===== config.mk =====
export PLATFORM = sky130hd
export DESIGN_NAME = mem_arbiter_flat
export DESIGN_NICKNAME = d
export VERILOG_FILES = /design/src/source/icache_pkg.sv /design/src/source/mem_bus_if.sv /design/src/source/mem_arbiter.sv /design/src/flat_wrapper.sv
export SDC_FILE = /design/constraint.sdc
export NUM_CORES = 1
export LEC_CHECK = 0
export BUFFER_PORTS_ARGS = -buffer_cell sky130_fd_sc_hd__buf_4
export CORE_AREA = 2 2 340 342
export CTS_CLUSTER_SIZE = 24
export DETAILED_ROUTE_END_ITERATION = 6
export DIE_AREA = 0 0 342 344
export PLACE_DENSITY = 0.3
export SYNTH_ARGS = -nofsm -noshare
export SYNTH_HDL_FRONTEND = slang
export SYNTH_SLANG_ARGS = --single-unit

===== constraint.sdc =====
create_clock -name clk -period 1 [get_ports clk]
set_input_delay 0.05 -clock clk [delete_from_list [all_inputs] [get_ports clk]]
set_output_delay 0.05 -clock clk [all_outputs]
set_load 0.02 [all_outputs]

===== src/source/icache_pkg.sv =====
`default_nettype none

package icache_pkg;

	// default sizes, overridden from the top level
	localparam int WAYS            = 4;
	localparam int SETS_LOG2       = 6;
	localparam int MEM_LATENCY_DEF = 3;
	localparam int LINE_ADDR_W     = 28; // byte address minus 4 offset bits

	typedef logic [31:0]              addr_t;
	typedef logic [LINE_ADDR_W-1:0]   line_addr_t;
	typedef logic [127:0]             line_t;
	typedef logic [31:0]              inst_t;

	typedef struct packed {
		logic [21:0] tag;
		logic [5:0]  index;
		logic [1:0]  word;     // instruction within the line
		logic [1:0]  byte_sel;
	} fetch_fields_t;

	// one fetch address, seen raw or split into cache fields
	typedef union packed {
		addr_t         raw;
		fetch_fields_t f;
	} fetch_addr_u;

endpackage

`default_nettype wire


===== src/source/mem_bus_if.sv =====
`timescale 1ns/1ps
`default_nettype none

// one master-to-memory line port
interface mem_bus_if;
	logic                   req;       // level, held until ack
	logic                   we;
	icache_pkg::line_addr_t line_addr;
	icache_pkg::line_t      wdata;
	icache_pkg::line_t      rdata;     // valid during ack
	logic                   ack;       // single-cycle pulse

	modport master (output req, we, line_addr, wdata, input rdata, ack);
	modport slave  (input req, we, line_addr, wdata, output rdata, ack);
endinterface

`default_nettype wire


===== src/source/mem_arbiter.sv =====
`timescale 1ns/1ps
`default_nettype none

module mem_arbiter (
	input  logic      clk,
	input  logic      rst,
	mem_bus_if.slave  load_port,
	mem_bus_if.slave  refill_port,
	mem_bus_if.master mem
);

	logic active;     // grant held
	logic owner_load; // 1 = load port owns the bus
	logic settle;     // cycle after ack, master drops req here

	always_ff @(posedge clk) begin
		if (rst) begin
			active     <= 1'b0;
			owner_load <= 1'b0;
			settle     <= 1'b0;
		end else begin
			settle <= mem.ack;
			if (active) begin
				if (mem.ack) active <= 1'b0;
			end else if (!settle) begin
				if (load_port.req) begin // load wins a tie
					active     <= 1'b1;
					owner_load <= 1'b1;
				end else if (refill_port.req) begin
					active     <= 1'b1;
					owner_load <= 1'b0;
				end
			end
		end
	end

	assign mem.req       = active;
	assign mem.we        = owner_load ? load_port.we        : refill_port.we;
	assign mem.line_addr = owner_load ? load_port.line_addr : refill_port.line_addr;
	assign mem.wdata     = owner_load ? load_port.wdata     : refill_port.wdata;

	assign load_port.ack   = mem.ack && owner_load;
	assign refill_port.ack = mem.ack && !owner_load;
	assign load_port.rdata   = mem.rdata; // broadcast, ack qualifies it
	assign refill_port.rdata = mem.rdata;

endmodule

`default_nettype wire


===== src/flat_wrapper.sv =====
// flat-port wrapper written by rule: the top's interface ports become plain ports
module mem_arbiter_flat 
  (clk, rst, load_port_req, load_port_we, load_port_line_addr, load_port_wdata, load_port_rdata, load_port_ack, refill_port_req, refill_port_we, refill_port_line_addr, refill_port_wdata, refill_port_rdata, refill_port_ack, mem_req, mem_we, mem_line_addr, mem_wdata, mem_rdata, mem_ack);
  mem_bus_if load_port_i ();
  mem_bus_if refill_port_i ();
  mem_bus_if mem_i ();
  input  logic clk;
  input  logic rst;
  input wire logic [$bits(load_port_i.req)-1:0] load_port_req;
  input wire logic [$bits(load_port_i.we)-1:0] load_port_we;
  input wire logic [$bits(load_port_i.line_addr)-1:0] load_port_line_addr;
  input wire logic [$bits(load_port_i.wdata)-1:0] load_port_wdata;
  output wire logic [$bits(load_port_i.rdata)-1:0] load_port_rdata;
  output wire logic [$bits(load_port_i.ack)-1:0] load_port_ack;
  input wire logic [$bits(refill_port_i.req)-1:0] refill_port_req;
  input wire logic [$bits(refill_port_i.we)-1:0] refill_port_we;
  input wire logic [$bits(refill_port_i.line_addr)-1:0] refill_port_line_addr;
  input wire logic [$bits(refill_port_i.wdata)-1:0] refill_port_wdata;
  output wire logic [$bits(refill_port_i.rdata)-1:0] refill_port_rdata;
  output wire logic [$bits(refill_port_i.ack)-1:0] refill_port_ack;
  output wire logic [$bits(mem_i.req)-1:0] mem_req;
  output wire logic [$bits(mem_i.we)-1:0] mem_we;
  output wire logic [$bits(mem_i.line_addr)-1:0] mem_line_addr;
  output wire logic [$bits(mem_i.wdata)-1:0] mem_wdata;
  input wire logic [$bits(mem_i.rdata)-1:0] mem_rdata;
  input wire logic [$bits(mem_i.ack)-1:0] mem_ack;
  assign load_port_i.req = load_port_req;
  assign load_port_i.we = load_port_we;
  assign load_port_i.line_addr = load_port_line_addr;
  assign load_port_i.wdata = load_port_wdata;
  assign load_port_rdata = load_port_i.rdata;
  assign load_port_ack = load_port_i.ack;
  assign refill_port_i.req = refill_port_req;
  assign refill_port_i.we = refill_port_we;
  assign refill_port_i.line_addr = refill_port_line_addr;
  assign refill_port_i.wdata = refill_port_wdata;
  assign refill_port_rdata = refill_port_i.rdata;
  assign refill_port_ack = refill_port_i.ack;
  assign mem_req = mem_i.req;
  assign mem_we = mem_i.we;
  assign mem_line_addr = mem_i.line_addr;
  assign mem_wdata = mem_i.wdata;
  assign mem_i.rdata = mem_rdata;
  assign mem_i.ack = mem_ack;
  mem_arbiter u_core (.clk(clk), .rst(rst), .load_port(load_port_i), .refill_port(refill_port_i), .mem(mem_i));
endmodule

======== Word level (Yosys, flattened, before mapping) ========
Index checks and enable logic that the tools add are counted.
operators by class
  $add $sub $neg .......................... 0
  $mul .................................... 0
  divide/modulo/power cells ............... 0
  magnitude comparators ................... 0
  eq/ne operators ......................... 0
  shift-type cells ........................ 0
  muxes and demuxes ....................... 10
  bitwise gates (word level) .............. 2
  reduce and logical (&&, ||, !) cells .... 5
operators by type and width
  cell                 count
  128-bit 2-to-1 mux   1
  28-bit 2-to-1 mux    1
  1-bit 2-to-1 mux     8
  3-bit AND reduction  1
  1-bit logical AND    2
  1-bit NOT            2
  2-bit nonzero test   1
  1-bit zero test      1
storage, ports and cells
  bits in registers ....................... 3
  bits in latches ......................... 0
  bits in writable memories ............... 0
  memory bits (read-only) ................. 0
  logic and storage cells ................. 20
  memories ................................ 0

======== Longest topological paths before layout ========
  word-level depth ........................ 4
  gate-level depth with buffers ........... 4

======== Least setup slack after synthesis ========
No wires, ideal clock.
  kind .................................... reg-to-output
  start point ............................. register u_core.owner_load
  end point ............................... output port mem_line_addr[0]
  arrival ................................. 1068 ps
  data required time ...................... 950 ps
  path slack .............................. -118 ps
  stages on the path, launching flop included .. 5
  path buffers ............................ 3
  cells stage by stage .................... dfxtp_1 -> buf_6 -> buf_6 -> buf_6 -> mux2_4
between the ends
  longest elaborated chain between the ends .. 1
RTL lines
  item                    RTL line            RTL
  from (decl)             mem_arbiter.sv:13   logic owner_load;
  from (signal assigned)  mem_arbiter.sv:19   owner_load <= 1'b0;
  from (signal assigned)  mem_arbiter.sv:28   owner_load <= 1'b1;
  from (signal assigned)  mem_arbiter.sv:31   owner_load <= 1'b0;
  28-bit 2-to-1 mux       mem_arbiter.sv:39   assign mem.line_addr = owner_load ? load_port.line_addr : refill_port.line_addr;
  to (decl)               flat_wrapper.sv:23  output wire logic [$bits(mem_i.line_addr)-1:0] mem_line_addr;
Every way passes these cells.

======== Worst setup path in the final report ========
  start point ............................. register u_core.owner_load
  end point ............................... output port mem_wdata[41]
between the ends
  longest elaborated chain between the ends .. 1
RTL lines
  item                RTL line            RTL
  128-bit 2-to-1 mux  mem_arbiter.sv:40   assign mem.wdata = owner_load ? load_port.wdata : refill_port.wdata;
  to (decl)           flat_wrapper.sv:24  output wire logic [$bits(mem_i.wdata)-1:0] mem_wdata;
Every way passes these cells.

==> metrics <==
Worst slew margin 76.6%; CP Capture Type primary output; GPL Wtd Cong 0.871; Yosys reg bits 3; Iter 0 DRT Violations 66; Clock H-tree levels 1; Unique masters post-synth 14; setup ws final -0.626 ns; skew final roughly 0.0048 ns; Die W 342 µm; Port Buffer Count 478; critical path class reg -> out; Yosys warnings 0; # nets final 1128; HP Class in -> reg; end of the critical path mem_wdata[41]; Starting Density 3.81%; Post-Place Setup Slack -0.395 ns; DRT Pass-1 Iters 4; Remaining DRCs 0; RSZ-0062 raised after global routing yes; routed length per instance 15.8 µm; CTS sink cnt 3; Final Cell Area 0.00817 mm²; Worst Setup SP u_core.owner_load$_SDFFE_PP0P_; Max Freq between 600 and 700 MHz; Core ar. 0.114 mm²; die area 0.118 mm²; Power Density around 630 mW/mm²; CTS tree done; number of global-route vias before repair 4407; Via density 1.85; first-pass GRT wire length 41600 µm; die span in y 344 µm; FF-to-FF path depth 3; failing checks negative setup slack; Max VDD drop 630 µV; Cells after Synth about 440; leak pwr 3.52 nW; Final Non-Filler Cells 2200; r2r setup slk roughly 0.030 ns; Clk Tree Root Cell clkbuf_16; DR vias 4066; Data required, critical path 0.95 ns; syn_area_per_cell 9.78 µm²; Rows 124; reg2reg start u_core.owner_load$_SDFFE_PP0P_; Seq/Total Area, Yosys roughly 1.4%; Post-DRT Antenna Nets 0; gr ovfl total 0; initial antenna violation count 24; mapped cell area 0.00434 mm²; leading cell type in the layout, fill and taps excluded buf_4; Final Cycle Share 163%; most frequent cells in the layout buf_4 (495), mux2_4 (108), mux2_2 (49); DP Wirelength around 33000 µm; Reg2Reg Capture Point u_core.owner_load$_SDFFE_PP0P_; largest net degree at the start of global routing 29; crit start category register; Clock Tree Buf Depth 2; Worst-Skew Late Latency 0.23 ns; final design utilization under 10%; Arrival @ worst endpoint 1.58 ns; pins over their slew limit 0; Total Wirelength 34900 µm; placed cell count 2187; Worst-Margin Slew 0.351 ns; syn_nets 891; area growth from synthesis to layout 88.0%; # IOs 863; final setup vio count 159; Max FO, Critical Path 28; max_cap viols 0; final hold violation count 0; Post-DP Area 0.00803 mm²; status complete, but fails checks; clock slew seen by the registers of the worst setup and hold paths roughly 0.030 ns; GRT Total Usage between 5 and 6%; share of layout cells above drive strength 1 98.2%; min cycle time layout 1.63 ns; total CTS buffers 3
## how the worst min path moves through the flow
stage | end | cells after the start | start | slack, ns
detailed placement | load_port_rdata[14] | 0 | mem_rdata[14] | 0.10
floorplan | u_core.owner_load$_SDFFE_PP0P_ | 1 | rst | 0.11
global route | u_core.owner_load$_SDFFE_PP0P_ | 3 | load_port_req | 0.09
global placement | load_port_rdata[14] | 0 | mem_rdata[14] | 0.10
finish | u_core.owner_load$_SDFFE_PP0P_ | 3 | load_port_req | 0.08
CTS | u_core.owner_load$_SDFFE_PP0P_ | 3 | load_port_req | 0.08
## logic make-up after synthesis
group / share of synthesized area (%)
AOI/OAI and AO/OA: 0.576
buffers and inverters: 48.1
DFF: 1.38
muxes: 49.2
and+or+nand+nor: 0.749
## power by group
part | internal, W | switching [W]
Clock | 0.000528 | 0.000124
Sequential | 0.000130 | 0.00000688
Combinational | 0.00248 | 0.00189
## Yosys cell counts
master      n  area (µm²)
nand2_1     1        3.75
and2_1      1        6.26
mux2_2     59         664
nor2_1      1        3.75
a21oi_1     2        10.0
a21bo_2     1        10.0
buf_6      12         135
dfxtp_1     3        60.1
nand2b_1    1        6.26
o21ai_0     1        5.00
mux2_4     98        1470
buf_2       5        25.0
nor2b_1     2        12.5
buf_4     257        1930
## timing repair
item	4_1_cts	5_1_grt
hold buffers	1	0
endpoints found under the hold margin	2	0
pin swaps	0	0
setup endpoints to repair	160	160
resized for setup	5	3
setup buffers	0	0
## per-stage QoR
step / total power [W] / TNS [ns] / hold slack (ns)
after CTS: 0.00525 / -93.08 / 0.0776
final: 0.00515 / -88.56 / 0.0782
after floorplan: 0.00377 / -12.50 / 0.112
after detailed placement: 0.00457 / -54.32 / 0.100
after global placement: 0.00456 / -52.85 / 0.100
after global routing: 0.00544 / -96.44 / 0.0863
## worst max-delay path, cell delays in order, from the launching register on
cell	delay, ns
dfxtp_4	0.34
buf_12	0.18
buf_12	0.20
mux2_2	0.33
buf_4	0.16
## layer usage
layer  GRT usage (%)  up-vias  wire (µm)
li1                -     1708          -
met1            5.65     1699      12300
met2            8.60      611      14800
met3            4.55       38       7260
met4           0.384       10        433
met5               0        -         62
## sequential cells by signal, summed over array words and instances (netlist names)
| register | cells |
|---|---|
| u_core.owner_load | 1 |
| u_core.settle | 1 |
| u_core.mem.req | 1 |
## area by class of cell
type | count | area (µm²)
Fill cell | 13400 | 106000
Timing Repair Buffer | 506 | 3880
Multi-Input combinational cell | 167 | 2230
Tap cell | 1512 | 1890
Clock buffer | 4 | 78.8
Sequential cell | 3 | 63.8
Antenna cell | 8 | 20.0
Note: power is estimated with default switching activity, not from simulation.
